**src/lsu_cfg.svh**
```systemverilog
// load/store unit configuration

`ifndef LSU_CFG_SVH
`define LSU_CFG_SVH

// width of a data word and of every address
`define LSU_XLEN 32

// depth of the tightly integrated data memory, counted in words
`define LSU_DTIM_WORDS 256

// byte base address of the DTIM region
// the region spans LSU_DTIM_WORDS words starting here, so the base must be word aligned
`define LSU_DTIM_BASE 32'h8000_0000

// bounds of the external Wishbone region, both inclusive
// any address that lands in neither region raises an access fault
`define LSU_BUS_BASE 32'h1000_0000
`define LSU_BUS_LIMIT 32'h1000_FFFF

`endif

```
**src/busPkg.sv**
```systemverilog
// wishbone classic bus types

`default_nettype none

`include "lsu_cfg.svh"

package busPkg;

  // signals driven by the master
  // cyc and stb always move together since only single transfers are issued
  typedef struct packed {
    logic                    cyc;
    logic                    stb;
    logic                    we;
    logic [`LSU_XLEN/8-1:0]  sel;
    logic [`LSU_XLEN-1:0]    adr;
    logic [`LSU_XLEN-1:0]    dat;
  } wbM2s_t;

  // signals driven by the slave
  // dat is only meaningful in the cycle where ack is high on a read
  typedef struct packed {
    logic                  ack;
    logic [`LSU_XLEN-1:0]  dat;
  } wbS2m_t;

endpackage

`default_nettype wire

```
**src/wbMaster.sv**
```systemverilog
// wishbone classic bus master

`default_nettype none

`include "lsu_cfg.svh"

module wbMaster import busPkg::*; (
  input  logic                        clk,
  input  logic                        rstN,
  input  logic                        start,
  input  logic                        we,
  input  logic [`LSU_XLEN-1:0]        adr,
  input  logic [`LSU_XLEN/8-1:0]      sel,
  input  logic [`LSU_XLEN-1:0]        wdata,
  output wbM2s_t                      wbOut,
  input  wbS2m_t                      wbIn,
  output logic                        done,
  output logic [`LSU_XLEN-1:0]        rdata
);

  // high while a transfer is on the bus, drives both cyc and stb
  logic active;
  logic ackSeen;

  // transfer attributes, held stable until the slave acknowledges
  logic                    weReg;
  logic [`LSU_XLEN-1:0]    adrReg;
  logic [`LSU_XLEN/8-1:0]  selReg;
  logic [`LSU_XLEN-1:0]    datReg;

  // ack only counts while our own cycle is open
  assign ackSeen = active & wbIn.ack;

  ////////////////////////////////////////////////////////////
  // bus cycle control
  ////////////////////////////////////////////////////////////

  // cyc and stb rise on the edge after start and fall on the
  // edge where ack is sampled, so done lands one cycle after ack
  // the requester never pulses start while a transfer is open
  always_ff @(posedge clk or negedge rstN) begin
    if (!rstN) begin
      active <= 1'b0;
      done   <= 1'b0;
    end else begin
      done <= ackSeen;
      if (start) begin
        active <= 1'b1;
      end else if (ackSeen) begin
        active <= 1'b0;
      end
    end
  end

  ////////////////////////////////////////////////////////////
  // payload
  ////////////////////////////////////////////////////////////

  always_ff @(posedge clk) begin
    if (start) begin
      weReg  <= we;
      adrReg <= adr;
      selReg <= sel;
      datReg <= wdata;
    end
    // the whole bus word is kept and the subword is picked later
    if (ackSeen) begin
      rdata <= wbIn.dat;
    end
  end

  always_comb begin
    wbOut.cyc = active;
    wbOut.stb = active;
    wbOut.we  = weReg;
    wbOut.sel = selReg;
    wbOut.adr = adrReg;
    wbOut.dat = datReg;
  end

endmodule

`default_nettype wire

```
**config.mk**
```make
export PLATFORM = sky130hd
export DESIGN_NAME = wbMaster
export DESIGN_NICKNAME = d
export VERILOG_FILES = /design/src/busPkg.sv /design/src/wbMaster.sv
export VERILOG_INCLUDE_DIRS = /design/src /design/src/src
export SDC_FILE = /design/constraint.sdc
export NUM_CORES = 1
export LEC_CHECK = 0
export ABC_CLOCK_PERIOD_IN_PS = 4000
export BUFFER_PORTS_ARGS = -buffer_cell sky130_fd_sc_hd__buf_2
export CORE_MARGIN = 5
export CORE_UTILIZATION = 41
export DETAILED_ROUTE_END_ITERATION = 12
export GPL_TIMING_DRIVEN = 0
export PLACE_DENSITY = 0.8
export SLEW_MARGIN = 20
export SYNTH_ARGS = -nofsm -noshare
export SYNTH_HDL_FRONTEND = slang
export SYNTH_SLANG_ARGS = --single-unit
```
**constraint.sdc**
```tcl
create_clock -name clk -period 4 [get_ports clk]
set_clock_uncertainty 0.15 [all_clocks]
set_input_delay 1 -clock clk [delete_from_list [all_inputs] [get_ports clk]]
set_output_delay 1 -clock clk [all_outputs]
set_load 0.05 [all_outputs]
```
Word-level counts from Yosys, hierarchy flattened
Index checks and enable logic that the tools add are counted.

storage, ports and cells
  register bits = 103
  output and inout bits = 104
  logic and storage cells = 11

cells by class
  muxes and demuxes = 2
  bitwise logic cells = 1
  reduce and logical (&&, ||, !) cells = 1

operators with widths
  kind                number
  1-bit 2-to-1 mux    2
  2-bit nonzero test  1
  1-bit AND           1

Logic depth before layout (Yosys ltp)
  word-level depth = 3
  mapped depth = 2
  gate-level depth less buffers = 2

Worst setup path after synthesis
Ideal clock, no wire load.

  kind = in2reg
  from = in wbIn[32] (netlist bit)
  to = reg rdata[0], enable pin
  setup time = 375 ps
  arrival time = 1487 ps
  data required time = 3475 ps
  setup slack = 1988 ps
  stages on the path = 1
  buffers on the path = 0
  cell sequence = and2_2

between the ends
  word-level cells in the longest chain between the ends = 1

ends and longest elaborated chain
  item                  RTL line        RTL
  from (decl)           wbMaster.sv:16  input wbS2m_t wbIn,
  1-bit AND             wbMaster.sv:32  assign ackSeen = active & wbIn.ack;
  to (signal assigned)  wbMaster.sv:68  rdata <= wbIn.dat;
  to (decl)             wbMaster.sv:18  output logic [`LSU_XLEN-1:0] rdata

No other way between the ends.
A chain may end at the register's enable or synchronous reset.

Worst setup path in the final report
  from = reg active
  to = out wbOut[70] (netlist bit)

RTL lines
  item                    RTL line        RTL
  from (decl)             wbMaster.sv:22  logic active;
  from (signal assigned)  wbMaster.sv:43  active <= 1'b0;
  from (signal assigned)  wbMaster.sv:48  active <= 1'b1;
  from (signal assigned)  wbMaster.sv:50  active <= 1'b0;
  to (decl)               wbMaster.sv:15  output wbM2s_t wbOut,

No word-level cell between the ends.

==> run summary <==
The flow ran to the end, and the final reports show no timing, DRC or antenna violations. Subtracting the final worst setup slack from the clock period gives 2.25 ns. In this run the post-CTS setup repair buffer count came out at 0. The clock latency on the worst-skew pair is 0.34 ns, and the register bit count reported by yosys is 103. The total routed wirelength was 7370 um. The relative area change from synthesis to final layout came out at 43.9%.

In this run the register-to-register setup slack is 2.44 ns. Share of layout cells above drive strength 1: 68.2%. The overall routing resource usage is 15.3%, and the xor and xnor fraction of the mapped netlist area is 0%.

The cell area that synthesis handed to floorplanning was 3120 um^2. Synthesis produced a netlist with a net count of 214. Row generation in the floorplan step produced 31 rows.

After clock tree synthesis, the clock-pin slew on the worst setup and hold paths is 0.09 ns. The average routed wire per standard cell was 17.1 um. The core area is 7330 um^2, and the final worst hold slack is 0.273 ns. The tools report the iteration-0 DRC count of the detailed router as 44. After layout, the worst path uses 56.3% of the clock period.

The placed wire-length estimate after detailed placement was 5910 um; the setup slack at placement was 1.74 ns. Data arrives at the worst endpoint at 1.10 ns. For the number of antenna violations at the first check in global routing, the log shows 0.

Setup repair after global routing left no endpoint under its margin. The transition time of the tightest slew-check pin was 0.841 ns; the layout filler cell count was 557. The worst pin sits at a relative slew slack of 43.9%. Of the total synthesized cell area, the portion taken by full adders, half adders and majority gates is 0%. VDD sags by at most 0.279 mV. The run gives 209 as the number of placed I/O pins.

STA classifies the critical path startpoint as a flip-flop. The count of buffers inserted at the top-level ports was 208. In this run the worst path has a maximum fanout of 4.

The multiplexer fraction of the synthesized cell area was 0%; the hold violation total from the final report was 0. TritonCTS built the clock tree. The final number of setup-violating endpoints is 0, and the global-route wire length before repair is 11000 um. The net count of the finished layout is 433. The number of buffers added to fix hold violations after cts was 0. Measured along the y axis, the die boundary spans 97.3 um.

After technology mapping, the gate count stands at 109. The count of unique library cells instantiated by Yosys was 6. The sequential element share of the synthesized area is 98.7%, and the sum of negative setup slack is 0 ns. The repair_antennas step left the layout with diodes totalling 0. The effective utilization at floorplan is 42.6%, and the maximum number of pins on one net before global-route repair is 71.

In this run, placement finished with an instance count of 416. The combinational family with the most area after synthesis was buffers and inverters. The die width came out at 97.3 um. The run gives 0 as the detailed-route DRC error count. The logs give 9470 um^2 for the area of the die and 1980 for the via count of the first global-routing pass. Across the run, the number of max-cap violations was 0. After detailed routing, the number of vias per cell comes to 4.35. The logs give 444 MHz for the fmax and 0 for the number of cells upsized or downsized after cts. The worst setup path is of the flip-flop to primary output kind.

Detailed routing inserted a total of 1878 vias. The analysis attributes to cell leakage a power of 1.95 nW. The worst path setup slack after routing is 1.75 ns. The congestion estimate from routability-driven global placement came to 0.813.

The synthesized netlist devotes 0.240% of its cell area to simple gates. The clock passes through at most 2 buffers. The logs give 0 for the number of pins with negative max-slew slack in the final report and 2.85 ns for the required time of the critical path. The library cell used most frequently in the layout, excluding fill and tap cells, is sky130_fd_sc_hd__buf_2. CTS placed an instance of sky130_fd_sc_hd__clkbuf_8 at the clock tree root. The H-tree was split into 3 levels. For this design, the sink count on the clock tree is 103.

The tightest min-delay check is of the input pin to asynchronous set/reset pin type. For this run the aggregate overflow at the end of global routing stands at 0. The tools report the length of the first detailed-routing pass in iterations as 4. STA classifies the critical path endpoint as a primary output. Average footprint of a synthesized cell: 28.7 um^2. In the layout the commonest cells are sky130_fd_sc_hd__buf_2, sky130_fd_sc_hd__edfxtp_1, sky130_fd_sc_hd__clkbuf_8. Summing the areas of all compound-gate instances in the mapped netlist gives 0.240% of the synthesized area. Excluding fillers, the count of instances in the completed layout stands at 432. The total power density per cell area works out to 523 nW/um^2. In this run the remaining antenna-violating nets after routing total 0.

Clock tree synthesis inserted a total of 9 buffers. Yosys printed 0 warnings.
## critical path, cell delays in order, from the launching register on
cell	delay [ns]
sky130_fd_sc_hd__dfrtp_1	0.40
sky130_fd_sc_hd__buf_4	0.12
sky130_fd_sc_hd__buf_2	0.25
## state kept, by name, summed over array words and instances (netlist names)
signal / flops
rdata: 32
active: 1
datReg: 32
selReg: 4
done: 1
adrReg: 32
weReg: 1
## layout make-up
cell class	instances	area [um^2]	share of cell area (%)
flip-flops and latches	103	3080	68.6
well taps	99	124	2.76
inverters	1	3.75	0.0835
plain buffers	3	22.5	0.501
repair buffers	208	1040	23.2
clock inverters	6	76.3	1.70
clock buffers	10	128	2.84
multi-input cells	2	15.0	0.334
## cell families after synthesis
kind of cell | after synthesis
DFF | 103
buffers and inverters | 4
and+or+nand+nor | 1
AOI/OAI and AO/OA | 1
## final timing paths
kind                                 endpoint                from  depth (start not counted)
min                            done$_DFF_PN0_                rstN                          1
min reg2reg                active$_DFFE_PN0P_  active$_DFFE_PN0P_                          1
max in group asynchronous  active$_DFFE_PN0P_                rstN                          1
min in group clk           active$_DFFE_PN0P_  active$_DFFE_PN0P_                          1
max                                 wbOut[70]  active$_DFFE_PN0P_                          2
max reg2reg                rdata[0]$_DFFE_PP_  active$_DFFE_PN0P_                          1
## where the power goes
part | internal, mW | switching (mW) | total (mW)
logic | 0.0873 | 0.331 | 0.418
registers | 1.27 | 0.0178 | 1.29
clock network | 0.300 | 0.347 | 0.646
## routing by layer
layer | GRT usage, % | up-vias | routed length, um
met5 | 0 | - | 0
met4 | 6.82 | 0 | 132
met3 | 7.39 | 11 | 838
met2 | 27.0 | 124 | 3870
met1 | 15.2 | 875 | 2540
li1 | - | 868 | -
## per-stage QoR
step                power, mW  util [%]  cell area (um^2)
floorplan                1.60         -              3120
global placement         1.73      58.5              4290
detailed placement       1.74      58.5              4290
CTS                      2.38      61.3              4500
global route             2.45      61.3              4500
finish                   2.35      61.3              4500
## cells in the mapped netlist, drive strengths merged
master | count | area [um^2]
dfrtp | 2 | 50.1
edfxtp | 101 | 3030
a21o | 1 | 7.51
buf | 3 | 22.5
inv | 1 | 3.75
and2 | 1 | 7.51
(Power assumes the default switching activity.)
