## src/lsu_cfg.svh

```systemverilog
// load/store unit configuration

`ifndef LSU_CFG_SVH
`define LSU_CFG_SVH

// width of a data word and of every address
`define LSU_XLEN 32

// depth of the tightly integrated data memory, counted in words
`define LSU_DTIM_WORDS 256

// byte base address of the DTIM region
// the region spans LSU_DTIM_WORDS words starting here, so the base must be word aligned
`define LSU_DTIM_BASE 32'h8000_0000

// bounds of the external Wishbone region, both inclusive
// any address that lands in neither region raises an access fault
`define LSU_BUS_BASE 32'h1000_0000
`define LSU_BUS_LIMIT 32'h1000_FFFF

`endif

```

## src/lsuPkg.sv

```systemverilog
// core-side load/store types

`default_nettype none

`include "lsu_cfg.svh"

package lsuPkg;

  // memory operation of a request
  // read sits in the high bit and write in the low bit, as on the core's MemRW lines
  typedef enum logic [1:0] {
    memNone  = 2'b00,
    memWrite = 2'b01,
    memRead  = 2'b10
  } memOp_t;

  // access size, taken from the low two bits of funct3
  // funct3 bit 2 separately selects zero extension on loads
  typedef enum logic [1:0] {
    sizeByte = 2'b00,
    sizeHalf = 2'b01,
    sizeWord = 2'b10
  } accSize_t;

  // one load or store as issued by the core
  typedef struct packed {
    memOp_t                op;
    logic [2:0]            funct3;
    logic [`LSU_XLEN-1:0]  adr;
    logic [`LSU_XLEN-1:0]  wdata;
  } lsuReq_t;

  // result returned with the one-cycle response pulse
  // rdata already holds the extended load value
  typedef struct packed {
    logic [`LSU_XLEN-1:0]  rdata;
    logic                  loadMisaligned;
    logic                  storeMisaligned;
    logic                  accessFault;
  } lsuRsp_t;

endpackage

`default_nettype wire

```

## src/loadExtract.sv

```systemverilog
// load subword extraction

`default_nettype none

`include "lsu_cfg.svh"

module loadExtract import lsuPkg::*; (
  input  logic [2:0]            funct3,
  input  logic [1:0]            byteOffset,
  input  logic [`LSU_XLEN-1:0]  readWord,
  output logic [`LSU_XLEN-1:0]  loadData
);

  logic [7:0]  byteSel;
  logic [15:0] halfSel;
  logic        zeroExt;

  // funct3 bit 2 marks the unsigned loads lbu and lhu
  assign zeroExt = funct3[2];

  ////////////////////////////////////////////////////////////
  // subword select
  ////////////////////////////////////////////////////////////

  // pick the addressed byte lane of the little-endian word
  always_comb begin
    case (byteOffset)
      2'd0:    byteSel = readWord[7:0];
      2'd1:    byteSel = readWord[15:8];
      2'd2:    byteSel = readWord[23:16];
      default: byteSel = readWord[31:24];
    endcase
  end

  // halfwords are aligned, so only offset bit 1 matters here
  assign halfSel = byteOffset[1] ? readWord[31:16] : readWord[15:0];

  ////////////////////////////////////////////////////////////
  // extension
  ////////////////////////////////////////////////////////////

  // fill the upper bits with zeros or with copies of the subword's top bit
  always_comb begin
    case (accSize_t'(funct3[1:0]))
      sizeByte: begin
        loadData = {{(`LSU_XLEN-8){~zeroExt & byteSel[7]}}, byteSel};
      end
      sizeHalf: begin
        loadData = {{(`LSU_XLEN-16){~zeroExt & halfSel[15]}}, halfSel};
      end
      default: begin
        loadData = readWord;
      end
    endcase
  end

endmodule

`default_nettype wire

```

## config.mk

```make
export PLATFORM = sky130hd
export DESIGN_NAME = loadExtract
export DESIGN_NICKNAME = d
export VERILOG_FILES = /design/src/lsuPkg.sv /design/src/loadExtract.sv
export VERILOG_INCLUDE_DIRS = /design/src /design/src/src
export SDC_FILE = /design/constraint.sdc
export NUM_CORES = 1
export LEC_CHECK = 0
export BUFFER_PORTS_ARGS = -buffer_cell sky130_fd_sc_hd__buf_2
export CAP_MARGIN = 20
export CORE_MARGIN = 2
export CORE_UTILIZATION = 42
export DETAILED_ROUTE_END_ITERATION = 10
export GPL_TIMING_DRIVEN = 0
export PLACE_DENSITY = 0.94
export SLEW_MARGIN = 20
export SYNTH_ARGS = -nofsm -noshare
export SYNTH_HDL_FRONTEND = slang
export SYNTH_SLANG_ARGS = --single-unit
```

## constraint.sdc

```tcl
create_clock -name vclk -period 1.51
set_input_delay 0.0755 -clock vclk [all_inputs]
set_output_delay 0.0755 -clock vclk [all_outputs]
set_load 0.01 [all_outputs]
```

# Word level (Yosys, flattened, before mapping)
# Cells that the tools add are included.
word_totals:
  output_inout_bits: 32
  word_cells: 11
  reg_bits: 0
op_classes:
  eq_ne: 3
  bitwise_logic: 3
  muxes: 3
  reduce_logical: 2
op_table:
  columns: ["op", "n"]
  rows:
  - ["32-bit one-hot mux with 2 select lines", 1]
  - ["8-bit one-hot mux with 3 select lines", 1]
  - ["16-bit two-way mux", 1]
  - ["2-bit by 1-bit equality test with 1-bit output (second input constant)", 2]
  - ["2-bit zero test", 2]
  - ["1-bit bitwise AND", 2]
  - ["2-bit equality test (second input constant)", 1]
  - ["1-bit inverter", 1]

# Longest topological paths before layout
# Gate-level depths: netlist of run 1.
logic_depth:
  ltp_word: 4
  mapped_depth: 7

# Worst setup path after synthesis of run 1
# Ideal clock, no wire load.
synth_timing:
  path_type: "in2out"
  from: "in funct3[1]"
  to: "out loadData[21]"
  path_slack_ns: 0.185
  t_arrival_ns: 1.249
  required_time_ns: 1.434
  path_buffers: 4
  stages: 7
  cell_sequence: "buf_6 -> or2_1 -> buf_2 -> or3_1 -> buf_6 -> buf_6 -> o211ai_2"
synth_via:
  elab_chain_len: 2
synth_rtl:
  columns: ["element", "line", "text"]
  rows:
  - ["start, declared", "loadExtract.sv:8", "input logic [2:0] funct3,"]
  - ["2-bit by 1-bit equality test with 1-bit output / 2-bit zero test (equally long branches)", "loadExtract.sv:44", "case (accSize_t'(funct3[1:0]))"]
  - ["32-bit one-hot mux with 2 select lines *", "loadExtract.sv:44", null]
  - ["end, declared", "loadExtract.sv:11", "output logic [`LSU_XLEN-1:0] loadData"]
# Mark *: on every way between the ends. The rest lies on a longest branch, timed or not.

# Worst setup path in the final report of run 1
layout_timing:
  from: "in byteOffset[0]"
  to: "out loadData[12]"
layout_via:
  elab_chain_len: 4
layout_rtl:
  columns: ["element", "line", "text"]
  rows:
  - ["start, declared", "loadExtract.sv:9", "input logic [1:0] byteOffset,"]
  - ["2-bit equality test (tied with other cells)", "loadExtract.sv:27", "case (byteOffset)"]
  - ["8-bit one-hot mux with 3 select lines *", "loadExtract.sv:27", null]
  - ["1-bit bitwise AND *", "loadExtract.sv:46", "loadData = {{(`LSU_XLEN-8){~zeroExt & byteSel[7]}}, byteSel};"]
  - ["32-bit one-hot mux with 2 select lines *", "loadExtract.sv:44", null]
# Marks and branches as above.

==> results of run 1 <==
[per-layer routing]
layer  track usage, %  vias to the layer above  wire (um)
met5                0                        -          0
met1            30.19                      556       1273
met3            1.534                        6        263
li1                 -                      587          -
met4            3.810                        0         47
met2            41.10                       79       1599
[path summary, 6_finish.rpt]
| path | start | endpoint | slack [ns] | cells past startpoint |
|---|---|---|---|---|
| setup / recovery | byteOffset[0] | loadData[12] | 0.02 | 6 |
| hold / removal | readWord[0] | loadData[0] | 0.46 | 3 |
[cells by family after synthesis]
family / count (synthesis) / share of synthesized area (%)
compound gates: 43 / 47.63
buf+inv: 18 / 12.13
mux: 17 / 20.41
simple gates: 37 / 19.82
[layout make-up]
cell class	count	area share [%]
Multi-Input combinational cell	98	61.22
Timing Repair Buffer	69	27.56
Buffer	15	7.972
Tap cell	27	2.657
Inverter	2	0.5906
[critical path, delay by kind of cell]
kind,cells,cell delay (ns)
AO/OA/AOI/OAI,2,0.49
buffers and inverters,3,0.46
multiplexers,1,0.39
[repair_timing]
item	4_1_cts	5_1_grt
gates cloned	0	3
pin swaps	0	1
endpoints found under the hold margin	0	0
gates resized for setup	3	9
setup endpoints to repair	20	20
[per-stage QoR]
stage / setup slack [ns] / instances / setup TNS, ns / area (sq um)
after detailed placement: -0.07177 / 209 / -0.6845 / 1215
after global routing: -0.04414 / 211 / -0.2828 / 1271
after global placement: -0.05988 / 209 / -0.5206 / 1215
final: 0.01724 / 211 / 0 / 1271
after floorplan: 0.1853 / 115 / 0 / 845.8
after CTS: -0.01359 / 208 / -0.01359 / 1227
[where the power goes]
group / switching [mW] / internal [mW]
Combinational: 0.236 / 0.202
Sequential: 0 / 0
Clock: 0 / 0
Total: 0.236 / 0.202
[layout by cell type, fill, tap and decap left out]
cell / netlist / final
a32oi_4: 0 / 1
buf_6: 3 / 5
a32oi_2: 1 / 1
buf_4: 2 / 3
nor2b_1: 9 / 9
o21ba_2: 1 / 1
o22a_1: 7 / 7
clkbuf_2: 0 / 1
a22oi_1: 9 / 9
or3_4: 0 / 1
inv_1: 1 / 1
or2_4: 0 / 1
mux2_2: 2 / 2
o211ai_1: 7 / 7
o221ai_1: 8 / 8
nand2_1: 25 / 25
clkbuf_1: 7 / 6
mux2i_1: 15 / 15
nor3_1: 1 / 1
buf_2: 4 / 69
o211ai_2: 10 / 10
clkinv_1: 1 / 1
==> impl_metrics.tcl, run 1 <==
set metrics [dict create \
    cpMaxStageDelayCell "mux2_2" \
    cp-end-kind "output port" \
    post-route-util_pct 66.15 \
    drt_wl_total_um 3183 \
    crit_type "input pin to output port" \
    row_count 16 \
    drt-vias-per-instance 5.820 \
    crit_path_frequent_cell "buf_2" \
    ys_types 20 \
    crit_chain "buf_2, mux2_2, a32oi_4, buf_6, o221ai_1, buf_2" \
    antenna_found_initial 0 \
    die_width_um 48.88 \
    hold_viol 0 \
    totalPowerFinal_uw 437.9 \
    worstMarginPinSlew_ns 0.6423 \
    critPathLaunchType "input pin" \
    ioPinCount 69 \
    die_area_sq_um 2389 \
    core_area_sq_um 1922 \
    postCtsSetupBuffers 0 \
    setup_viol 0 \
    die_y_um 48.88 \
    fillerInstances 163 \
    gr-total-overflow 0 \
    required_ns 1.43 \
    drc 0 \
    holdBufCountCts 0 \
    crit_path_max_fanout 5 \
    port_buffers 67 \
    maxCapViolCount 0 \
    grt_max_degree 11 \
    outcome "finished clean" \
    grt_pass1_wl_um 4643 \
    power_density_nw_per_um2 344.5 \
    ant_nets 0 \
    syn_area_per_cell_sq_um 7.355 \
    seq_area_sq_um 0 \
    maxSlewHeadroom_pct 57.18 \
    fmax_mhz 669.9 \
    synth_nets 152 \
    leakagePower_nw 0.6334 \
    yosysTopAreaCellShare_pct 17.75 \
    synth_area_sq_um 845.8 \
    hold_path.class "input pin to output port" \
    finalMaxSlewViolations 0 \
    yosys_warnings 0 \
    post-route-min-period_ns 1.493 \
    syn2layout_area_growth_pct 50.30 \
    fin_crit_sh_pct 98.86 \
    vias 1228 \
    clock_buffers 0 \
    drive_gt1_share_pct 51.63 \
    ir_worst_vdd_v 0.0001570 \
    synth_top_cell_by_area "mux2i_1" \
    drt_iter0_drc 51 \
    diodes 0 \
    seq_area_frac_synth_pct 0 \
    nNetsFinal 223 \
    start_util_pct 44.01 \
    first_pass_iters 4 \
    cp.arrival_ns 1.42 \
    grtUsageTotal_pct 22.88 \
    netlist_top_cells_count "nand2_1 (25), mux2i_1 (15), o211ai_2 (10)" \
    yosysMostFrequentCell "nand2_1" \
    hold_ws_ns 0.4614 \
    critPathMaxStageDelay_ns 0.39 \
    dp_hpwl_um 2322 \
    flops_and_latches 0 \
    multiInputGateArea_sq_um 778.2 \
    synth_cells 115 \
    detail_route.wl_per_cell_um 15.09 \
    gp_congestion 0.8482 \
    grt_pass1_vias 1047 \
    synth_area_leaders "mux2i_1 (18%), o211ai_2 (15%), nand2_1 (11%)" \
]
Note: power is estimated with default switching activity, not from simulation.
==> run 2: changes to the inputs <==
Settings changed: CORE_MARGIN 2 to 5, CORE_UTILIZATION 42 to 38, MAX_ROUTING_LAYER set to met4, PLACE_DENSITY 0.94 to 0.9.
Clock period 1.51 ns to 1.3 ns, I/O delays scaled along.
==> run 2 against run 1 <==
Against the previous run: the flow now finishes with violations (setup timing); first-iteration DRC count grew 71%; sequential share of layout area is the same; sequential cell count is the same; non-clock buffer count grew 9; worst setup slack lost 0.040 ns; wire length grew 31%; via count grew 11%; critical path depth grew 1; hold slack lost 0.018 ns; count of clock-buffer cells in the layout is the same; die area grew 37%; power grew 35%; largest cell class unchanged.
==> impl_metrics.tcl, run 2 (synthesized netlist as in run 1, its figures left out) <==
set metrics [dict create \
    outcome "finished, violations left" \
    failed_checks "setup timing" \
    seq_area_sq_um 0 \
    maxSlewHeadroom_pct 67.52 \
    grt_max_degree 11 \
    rsz0062_at_grt "yes" \
    die_area_sq_um 3270 \
    post-place-cells 210 \
    totalPowerFinal_uw 591.4 \
    gp_congestion 0.8234 \
    required_ns 1.24 \
    timing.final.ws_setup_ns -0.02239 \
    flops_and_latches 0 \
    drt-vias-per-instance 6.205 \
    ir_worst_vdd_v 0.0001928 \
    port_buffers 67 \
    critPathLaunchType "input pin" \
    most-common-layout-cells "buf_2 (65), nand2_1 (25), mux2i_1 (15), buf_6 (13), o211ai_2 (10)" \
    drc 0 \
    antenna_found_initial 0 \
    clock_buffers 0 \
    final_common_cell "buf_2" \
    ant_nets 0 \
    diodes 0 \
    stdcell_count 220 \
    vias 1365 \
    cp-end-kind "output port" \
    grt_pass1_wl_um 6230 \
    syn2layout_area_growth_pct 73.23 \
    crit_type "input pin to output port" \
    die_width_um 57.18 \
    setup_viol 15 \
    drive_gt1_share_pct 59.38 \
    fmax_mhz 756.2 \
    hold_ws_ns 0.4437 \
    crit_path_max_fanout 5 \
    start_util_pct 38.98 \
    power_density_nw_per_um2 403.6 \
    path_delay_family "buffers and inverters" \
    drt_iter0_drc 87 \
    fin_crit_sh_pct 101.7 \
    hold_viol 0 \
    pre_cts_ws_ns -0.2951 \
    worstMarginPinSlew_ns 0.4872 \
    critPathMaxStageDelay_ns 0.27 \
    crit_chain "buf_2, mux2_4, a32oi_4, buf_6, buf_6, o221ai_2, buf_2" \
    tns_ns -0.1460 \
    cpMaxStageDelayCell "mux2_4" \
    gr-total-overflow 0 \
    fillerInstances 160 \
    detail_route.wl_per_cell_um 18.95 \
    cp.buffers_inverters 4 \
    cp.arrival_ns 1.26 \
    core_area_sq_um 2170 \
    hold_path.class "input pin to output port" \
    dp_hpwl_um 2583 \
    die_y_um 57.18 \
    post-route-min-period_ns 1.322 \
    row_count 17 \
    drt_wl_total_um 4168 \
    nNetsFinal 231 \
    holdBufCountCts 0 \
    finalMaxSlewViolations 0 \
    leakagePower_nw 0.7240 \
    maxCapViolCount 0 \
    grt_pass1_vias 1356 \
    first_pass_iters 6 \
    ioPinCount 69 \
    grtUsageTotal_pct 24.12 \
]
-- run 2: repair_timing --
item / 4_1_cts / 5_1_grt
setup endpoints to repair: 32 / 26
gates cloned: 3 / 0
gates resized for setup: 29 / 14
buffers inserted: 8 / 1
pin swaps: 18 / 25
-- run 2: layout make-up --
type | count | area, sq um | area share (%)
buffer | 14 | 113.9 | 7.771
inverter | 2 | 7.507 | 0.5124
multi-input combinational | 97 | 814.5 | 55.59
tap | 28 | 35.03 | 2.391
timing repair buffer | 79 | 494.2 | 33.73
-- run 2: worst paths after layout --
kind    startpoint           end  slack (ns)  cells after the start
min    readWord[6]   loadData[6]        0.44                      3
max   readWord[31]  loadData[12]       -0.02                      7
-- run 2: report_power, final --
part	total [mW]	leakage, nW	internal, mW	switching, mW
Combinational	0.591	0.724	0.283	0.308
Clock	0	0	0	0
Sequential	0	0	0	0
Total	0.591	0.724	0.283	0.308
-- run 2: routing by layer --
layer  global-route usage, %  share of wire [%]  up-vias
met2                   40.62                 49      113
met4                   10.93                4.9        0
li1                        -                  -      598
met5                       -                  0        -
met1                   27.64                 37      626
met3                   4.299                8.8       28
-- run 2: per-stage QoR --
stage	cell area, sq um	utilization [%]
CTS	1426	65.74
global placement	1222	56.34
floorplan	852.1	-
global route	1465	67.53
finish	1465	67.53
detailed placement	1222	56.34
