### src/lsu_cfg.svh
// load/store unit configuration

`ifndef LSU_CFG_SVH
`define LSU_CFG_SVH

// width of a data word and of every address
`define LSU_XLEN 32

// depth of the tightly integrated data memory, counted in words
`define LSU_DTIM_WORDS 256

// byte base address of the DTIM region
// the region spans LSU_DTIM_WORDS words starting here, so the base must be word aligned
`define LSU_DTIM_BASE 32'h8000_0000

// bounds of the external Wishbone region, both inclusive
// any address that lands in neither region raises an access fault
`define LSU_BUS_BASE 32'h1000_0000
`define LSU_BUS_LIMIT 32'h1000_FFFF

`endif

### src/lsuPkg.sv
// core-side load/store types

`default_nettype none

`include "lsu_cfg.svh"

package lsuPkg;

  // memory operation of a request
  // read sits in the high bit and write in the low bit, as on the core's MemRW lines
  typedef enum logic [1:0] {
    memNone  = 2'b00,
    memWrite = 2'b01,
    memRead  = 2'b10
  } memOp_t;

  // access size, taken from the low two bits of funct3
  // funct3 bit 2 separately selects zero extension on loads
  typedef enum logic [1:0] {
    sizeByte = 2'b00,
    sizeHalf = 2'b01,
    sizeWord = 2'b10
  } accSize_t;

  // one load or store as issued by the core
  typedef struct packed {
    memOp_t                op;
    logic [2:0]            funct3;
    logic [`LSU_XLEN-1:0]  adr;
    logic [`LSU_XLEN-1:0]  wdata;
  } lsuReq_t;

  // result returned with the one-cycle response pulse
  // rdata already holds the extended load value
  typedef struct packed {
    logic [`LSU_XLEN-1:0]  rdata;
    logic                  loadMisaligned;
    logic                  storeMisaligned;
    logic                  accessFault;
  } lsuRsp_t;

endpackage

`default_nettype wire

### src/storeAlign.sv
// store lane replication and byte mask

`default_nettype none

`include "lsu_cfg.svh"

module storeAlign import lsuPkg::*; (
  input  logic [2:0]                funct3,
  input  logic [1:0]                byteOffset,
  input  logic [`LSU_XLEN-1:0]      wdata,
  output logic [`LSU_XLEN-1:0]      laneData,
  output logic [`LSU_XLEN/8-1:0]    byteMask
);

  localparam int NumBytes = `LSU_XLEN / 8;
  localparam int NumHalves = `LSU_XLEN / 16;

  ////////////////////////////////////////////////////////////
  // lane data
  ////////////////////////////////////////////////////////////

  // the low byte or halfword is copied onto every lane
  // so the memory only needs the mask to pick the right one
  // a word goes out unchanged
  always_comb begin
    case (accSize_t'(funct3[1:0]))
      sizeByte: laneData = {NumBytes{wdata[7:0]}};
      sizeHalf: laneData = {NumHalves{wdata[15:0]}};
      default:  laneData = wdata;
    endcase
  end

  ////////////////////////////////////////////////////////////
  // byte mask
  ////////////////////////////////////////////////////////////

  // a byte enables the one lane picked by the offset
  // a halfword enables the low or high pair, chosen by offset bit 1
  // the misalignment check upstream keeps offset bit 0 clear for halfwords
  always_comb begin
    case (accSize_t'(funct3[1:0]))
      sizeByte: begin
        byteMask = 4'b0001 << byteOffset;
      end
      sizeHalf: begin
        byteMask = byteOffset[1] ? 4'b1100 : 4'b0011;
      end
      default: begin
        // full word, and anything wider is treated the same
        byteMask = '1;
      end
    endcase
  end

endmodule

`default_nettype wire

### config.mk
export PLATFORM = sky130hd
export DESIGN_NAME = storeAlign
export DESIGN_NICKNAME = d
export VERILOG_FILES = /design/src/lsuPkg.sv /design/src/storeAlign.sv
export VERILOG_INCLUDE_DIRS = /design/src /design/src/src
export SDC_FILE = /design/constraint.sdc
export NUM_CORES = 1
export LEC_CHECK = 0
export CAP_MARGIN = 25
export CORE_MARGIN = 2
export CORE_UTILIZATION = 35
export DETAILED_ROUTE_END_ITERATION = 12
export DONT_BUFFER_PORTS = 1
export GPL_ROUTABILITY_DRIVEN = 0
export GPL_TIMING_DRIVEN = 0
export SETUP_SLACK_MARGIN = 0.3
export SLEW_MARGIN = 20
export SYNTH_ARGS = -nofsm -noshare
export SYNTH_HDL_FRONTEND = slang
export SYNTH_SLANG_ARGS = --single-unit
export TNS_END_PERCENT = 20
### constraint.sdc
create_clock -name vclk -period 0.85
set_input_delay 0.0425 -clock vclk [all_inputs]
set_output_delay 0.0425 -clock vclk [all_outputs]
set_load 0.02 [all_outputs]
# Word-level counts from Yosys, hierarchy flattened
# Cells that the tools add are included.
# classes
n_addsub	0
multipliers	0
div	0
n_lt_le_gt_ge	0
n_eq_ne	1
n_shift	1
mux	3
bitwise	0
n_reduce_logical	1
# ops
op	count
case mux 32 bit (2 select lines)	1
case mux 4 bit (2 select lines)	1
2-to-1 mux 4 bit	1
<< shifter 1 x 2 -> 4 bit, first input constant	1
equality test 2 x 1 -> 1 bit, second input constant	1
zero test 2 bit	1
# word_totals
regBits	0
latchBits	0
ramBits	0
romBits	0
input_bits	37
out_inout_bits	36
n_memories	0

# Longest topological paths before layout
# Gate-level depths: netlist of run 1.
# depth
ltp_word	2
mapped_depth	4
ltp_nobuf	2

# Least setup slack after synthesis of run 1
# OpenSTA, ideal clock, no wires.
# synth_path
path_kind	input port to output port
startpoint	input port funct3[1]
endpoint	output port laneData[10]
t_arrival_ns	0.631
required_time_ns	0.808
setup_slack_ns	0.176
cell_stages	2
path_buffers	0
path_cell_list	nor2_4 -> mux2_2
# synth_via
elab_chain_cells	2
# synth_lines
element	line	source
start, declared	storeAlign.sv:8	input logic [2:0] funct3,
equality test 2 x 1 -> 1 bit / zero test 2 bit (equally long branches)	storeAlign.sv:26	case (accSize_t'(funct3[1:0]))
case mux 32 bit (2 select lines) *	storeAlign.sv:26	
end, declared	storeAlign.sv:11	output logic [`LSU_XLEN-1:0] laneData,
# Mark *: on every way between the ends. The rest lies on a longest branch, timed or not.

# Worst setup path after layout of run 1
# layout_path
startpoint	input port funct3[0]
endpoint	output port laneData[11]
# Same word-level chain as after synthesis.

==> flow_metrics.env, run 1 <==
export IMPL_status="complete, no violations"
export IMPL_crit_chain="nor2_4 -> buf_12 -> mux2_4"
export IMPL_period_minus_slack_ps=674
export IMPL_fin_cells=77
export IMPL_wirelength_um=1350
export IMPL_hold_slack_ps=192
export IMPL_worstSetupPathDepth=3
export IMPL_setup_tns_ps=0
export IMPL_routedWlPerCell_um=17.5
export IMPL_die_area_um2=1850
export IMPL_seq_cell_count=0
export IMPL_ir_drop_mv=0.276
export IMPL_finalPower_mw=0.469
export IMPL_fin_util=0.414
export IMPL_grt_ovfl_total=0
export IMPL_detail_route_vias_per_cell=5.78
export IMPL_grt_pass1_vias=420
export IMPL_crit_path_max_fanout=8
export IMPL_hold_path_class="in2out"
export IMPL_synth_most_common_cell="mux2_2"
export IMPL_critPathRequiredTime_ps=810
export IMPL_max_cap_violations=0
export IMPL_core_rowCount=14
export IMPL_max_stage_delay_ps=340
export IMPL_die_w_um=43.0
export IMPL_seq_area_um2=0
export IMPL_fillerInstances=158
export IMPL_place_ws_ps=82.8
export IMPL_drive_above_1_share=0.672
export IMPL_critPathCaptureType="output pin"
export IMPL_grt_max_degree=11
export IMPL_ios=73
export IMPL_intPower_mw=0.187
export IMPL_slew_violations=0
export IMPL_crit_path_start_kind="input port"
export IMPL_seqPwrFrac=0
export IMPL_cts_hold_buf=0
export IMPL_drtPass1Iterations=1
export IMPL_grt_antenna_before_repair=0
export IMPL_tightest_slew_ps=269
export IMPL_yosysSeqAreaShare=0
export IMPL_synthDistinctLibCells=13
export IMPL_p_per_area_nw_per_um2=770
export IMPL_drc=0
export IMPL_syn_nets=97
export IMPL_grt_pass1_wl_um=1910
export IMPL_cpLargestDelayFamily="multiplexers"
export IMPL_critPathSlowestCell="mux2_4"
export IMPL_arrival_ps=630
export IMPL_power_share_combinational=1.000
export IMPL_dp_cells=76
export IMPL_antenna_cells=0
export IMPL_placed_cell_area_um2=552
export IMPL_ys_warn_count=0
export IMPL_holdPathStages=1
export IMPL_maxSlewHeadroom=0.820
export IMPL_vias=445
export IMPL_yosysTopAreaCellShare=0.339
export IMPL_fin_crit_sh=0.793
export IMPL_coreArea_um2=1470
export IMPL_fmax_ghz=1.48
export IMPL_clockBufferCount=0
export IMPL_finalNetCount=100
export IMPL_finalHoldViolations=0
export IMPL_leakage_nw=0.286
export IMPL_cp_buffers_inverters=1
export IMPL_ant_nets=0
export IMPL_finalSetupViolCount=0
export IMPL_crit_type="in2out"
export IMPL_yosysTopAreaCell="mux2_2"
export IMPL_synth_area_top_cells="mux2_2 34%, mux2i_1 15%, o21ai_2 13%, buf_4 11%, buf_6 6.4%"
export IMPL_drtIter0Drc=0
export IMPL_syn2layout_area_growth_pct=14.6
export IMPL_fin_area_um2=609
export IMPL_synth_commonest_cells="16 x mux2_2, 8 x buf_4, 8 x mux2i_1, 8 x nand2_1, 8 x o21ai_2"
export IMPL_dp_hpwl_um=1050
export IMPL_grt_usage=0.128
export IMPL_switching_share=0.601
export IMPL_avgSynthCellArea_um2=8.86
export IMPL_rsz0062_at_grt="true"
export IMPL_fin_ws_ps=176
export IMPL_netlist_area_um2=532
export IMPL_initial_utilization=0.361
export IMPL_portBuffers=0
export IMPL_switching_power_mw=0.282
export IMPL_p_clk_frac=0
export IMPL_fp_dieH_um=43.0
export IMPL_syn_inst=60
[repair_timing]
item | CTS | global route
pin swaps | 1 | 0
resized for setup | 10 | 0
setup buffers | 1 | 0
setup endpoints to repair | 28 | 28
[cells in the final DEF, fill, tap and decap left out, drive strengths merged]
master	Yosys	layout
o21bai	2	2
inv	1	1
a21o	2	2
buf	12	13
nand2b	1	1
nor2	2	2
mux2	16	16
o21ai	8	8
nand2	8	8
mux2i	8	8
[worst paths after layout]
path	to	slack [ps]	from
setup / recovery	laneData[11]	180	funct3[0]
hold / removal	byteMask[1]	190	byteOffset[1]
[cells by family after synthesis]
kind of cell | count (synthesis) | share of synthesized area
compound gates | 12 | 0.188
buf+inv | 13 | 0.212
mux | 24 | 0.489
simple gates | 11 | 0.111
[metal layers]
metal	routed length, um	part of all wire	global-route usage	up-vias
li1	-	-	-	209
met1	463	0.34	0.149	202
met2	719	0.53	0.252	34
met3	168	0.12	0.0255	0
met4	0	0	0	0
met5	0	0	0	-
[power by group through the flow]
stage	Combinational, mW	Sequential (mW)	Clock [mW]
2_1_floorplan	0.404	0	0
3_3_place_gp	0.434	0	0
3_5_place_dp	0.438	0	0
4_1_cts	0.476	0	0
5_1_grt	0.492	0	0
6_report	0.469	0	0
[final cells by class]
class	count	area, um^2	area share
multi-input combinational	47	457	0.749
buffer	12	109	0.179
timing repair buffer	1	20.0	0.0329
tap	16	20.0	0.0329
inverter	1	3.75	0.00616
(Power assumes the default switching activity.)
==> run 2: changes to the inputs <==
Settings changed: ABC_AREA set to 1.
Clock period 0.85 ns to 0.8 ns, I/O delays scaled along.
==> run 2 against run 1 <==
Critical endpoint is now laneData[14]. Synthesized cell count increased by 63%. Cell area increased by 28%. Non-clock buffer count increased by 4. Largest power group unchanged. Critical path depth increased by 2.
==> flow_metrics.env, run 2 <==
export IMPL_fin_util=0.517
export IMPL_critPathCaptureType="output pin"
export IMPL_synth_xor_xnor_area_share=0
export IMPL_finalPower_mw=0.575
export IMPL_ys_warn_count=0
export IMPL_seq_area_um2=0
export IMPL_detail_route_vias_per_cell=5.50
export IMPL_grt_max_degree=11
export IMPL_synthMuxAreaShare=0
export IMPL_arrival_ps=600
export IMPL_synth_area_top_cells="nand2_1 34%, nand3_2 29%, buf_4 12%, o21ai_1 8.9%, buf_6 4.0%"
export IMPL_synth_fa_ha_area_frac=0
export IMPL_synth_most_common_cell="nand2_1"
export IMPL_finalSetupViolCount=0
export IMPL_coreArea_um2=1510
export IMPL_antenna_cells=0
export IMPL_seqPwrFrac=0
export IMPL_slew_violations=0
export IMPL_yosys_area_share_simple=0.649
export IMPL_status="complete, no violations"
export IMPL_syn2layout_area_growth_pct=39.1
export IMPL_grt_pass1_wl_um=2350
export IMPL_leakage_nw=0.391
export IMPL_vias=638
export IMPL_intPower_mw=0.194
export IMPL_hold_path_startpoint="byteOffset[1]"
export IMPL_placed_cell_area_um2=664
export IMPL_avgSynthCellArea_um2=5.71
export IMPL_tightest_slew_ps=269
export IMPL_hold_path_class="in2out"
export IMPL_crit_path_max_fanout=8
export IMPL_min_to="byteMask[1]"
export IMPL_critPathRequiredTime_ps=760
export IMPL_grt_usage=0.150
export IMPL_yosysTopAreaCellShare=0.336
export IMPL_crit_type="in2out"
export IMPL_hold_slack_ps=167
export IMPL_drtPass1Iterations=3
export IMPL_switching_share=0.662
export IMPL_ant_nets=0
export IMPL_grt_antenna_before_repair=0
export IMPL_yosysSeqAreaShare=0
export IMPL_dp_hpwl_um=1310
export IMPL_holdPathStages=1
export IMPL_initial_utilization=0.371
export IMPL_max_cap_violations=0
export IMPL_fin_ws_ps=162
export IMPL_cts_hold_buf=0
export IMPL_finalNetCount=139
export IMPL_synth_compound_area_frac=0.107
export IMPL_switching_power_mw=0.381
export IMPL_synthDistinctLibCells=12
export IMPL_drtIter0Drc=3
export IMPL_final_common_cell="nand2_1"
export IMPL_fin_cells=116
export IMPL_synth_top_family_by_area="simple AND/OR/NAND/NOR gates"
export IMPL_setup_tns_ps=0
export IMPL_final_cell_mix="27 x nand2_1, 16 x nand2_2, 12 x nand3_2"
export IMPL_fp_dieH_um=44.0
export IMPL_ios=73
export IMPL_fillerInstances=156
export IMPL_drc=0
export IMPL_netlist_area_um2=559
export IMPL_fin_crit_sh=0.797
export IMPL_syn_inst=98
export IMPL_drive_above_1_share=0.640
export IMPL_dp_cells=114
export IMPL_p_per_area_nw_per_um2=739
export IMPL_grt_pass1_vias=517
export IMPL_yosysTopAreaCell="nand2_1"
export IMPL_fmax_ghz=1.57
export IMPL_place_ws_ps=103
export IMPL_crit_path_start_kind="input port"
export IMPL_synth_commonest_cells="50 x nand2_1, 16 x nand3_2, 10 x o21ai_1"
export IMPL_wirelength_um=1630
export IMPL_portBuffers=0
export IMPL_ir_drop_mv=0.279
export IMPL_rsz0062_at_grt="true"
export IMPL_syn_nets=135
export IMPL_seq_cell_count=0
export IMPL_maxSlewHeadroom=0.821
export IMPL_routedWlPerCell_um=14.1
export IMPL_finalHoldViolations=0
export IMPL_die_area_um2=1930
export IMPL_grt_ovfl_total=0
export IMPL_power_share_combinational=1.000
export IMPL_period_minus_slack_ps=638
export IMPL_p_clk_frac=0
export IMPL_core_rowCount=14
export IMPL_fin_area_um2=778
export IMPL_clockBufferCount=0
export IMPL_die_w_um=44.0
run 2: area by class of cell:
class              instances  area, um^2  share of cell area
repair buffers             2        27.5              0.0354
inverters                  3        11.3              0.0145
multi-input cells         80         568               0.730
well taps                 16        20.0              0.0257
plain buffers             15         151               0.195
run 2: worst max path at each step:
stage	startpoint	end	slack, ps	cells after the start
3_5_place_dp	funct3[1]	laneData[24]	100	4
2_1_floorplan	funct3[1]	laneData[24]	220	4
4_1_cts	funct3[1]	laneData[14]	150	5
3_3_place_gp	funct3[1]	laneData[24]	110	4
5_1_grt	funct3[1]	laneData[14]	120	5
6_report	funct3[1]	laneData[14]	160	5
run 2: per-layer routing:
layer,up-vias,GRT usage,wire [um]
met5,-,0,0
met4,0,0,0
met3,0,0.0125,183
met2,41,0.274,833
met1,283,0.202,614
li1,314,-,-
run 2: timing repair:
action | in CTS | in global routing
endpoints found under the setup margin | 28 | 28
pin swaps | 3 | 5
buffers inserted | 2 | 0
gates resized for setup | 7 | 12
run 2: kinds of logic (layout without fill, tap and decap cells):
family,after synthesis,after routing
buf+inv,18,20
simple gates,68,68
compound gates,12,12
run 2: critical path, cell delays in order:
cell	delay, ps
buf_8	120
nor2_4	110
buf_12	140
nand2_2	90
nand2_4	100
run 2: power groups by stage:
| stage | logic [mW] | registers (mW) | clock network, mW |
|---|---|---|---|
| after floorplan | 0.474 | 0 | 0 |
| after global placement | 0.513 | 0 | 0 |
| after detailed placement | 0.520 | 0 | 0 |
| after CTS | 0.543 | 0 | 0 |
| after global routing | 0.611 | 0 | 0 |
| final | 0.575 | 0 | 0 |
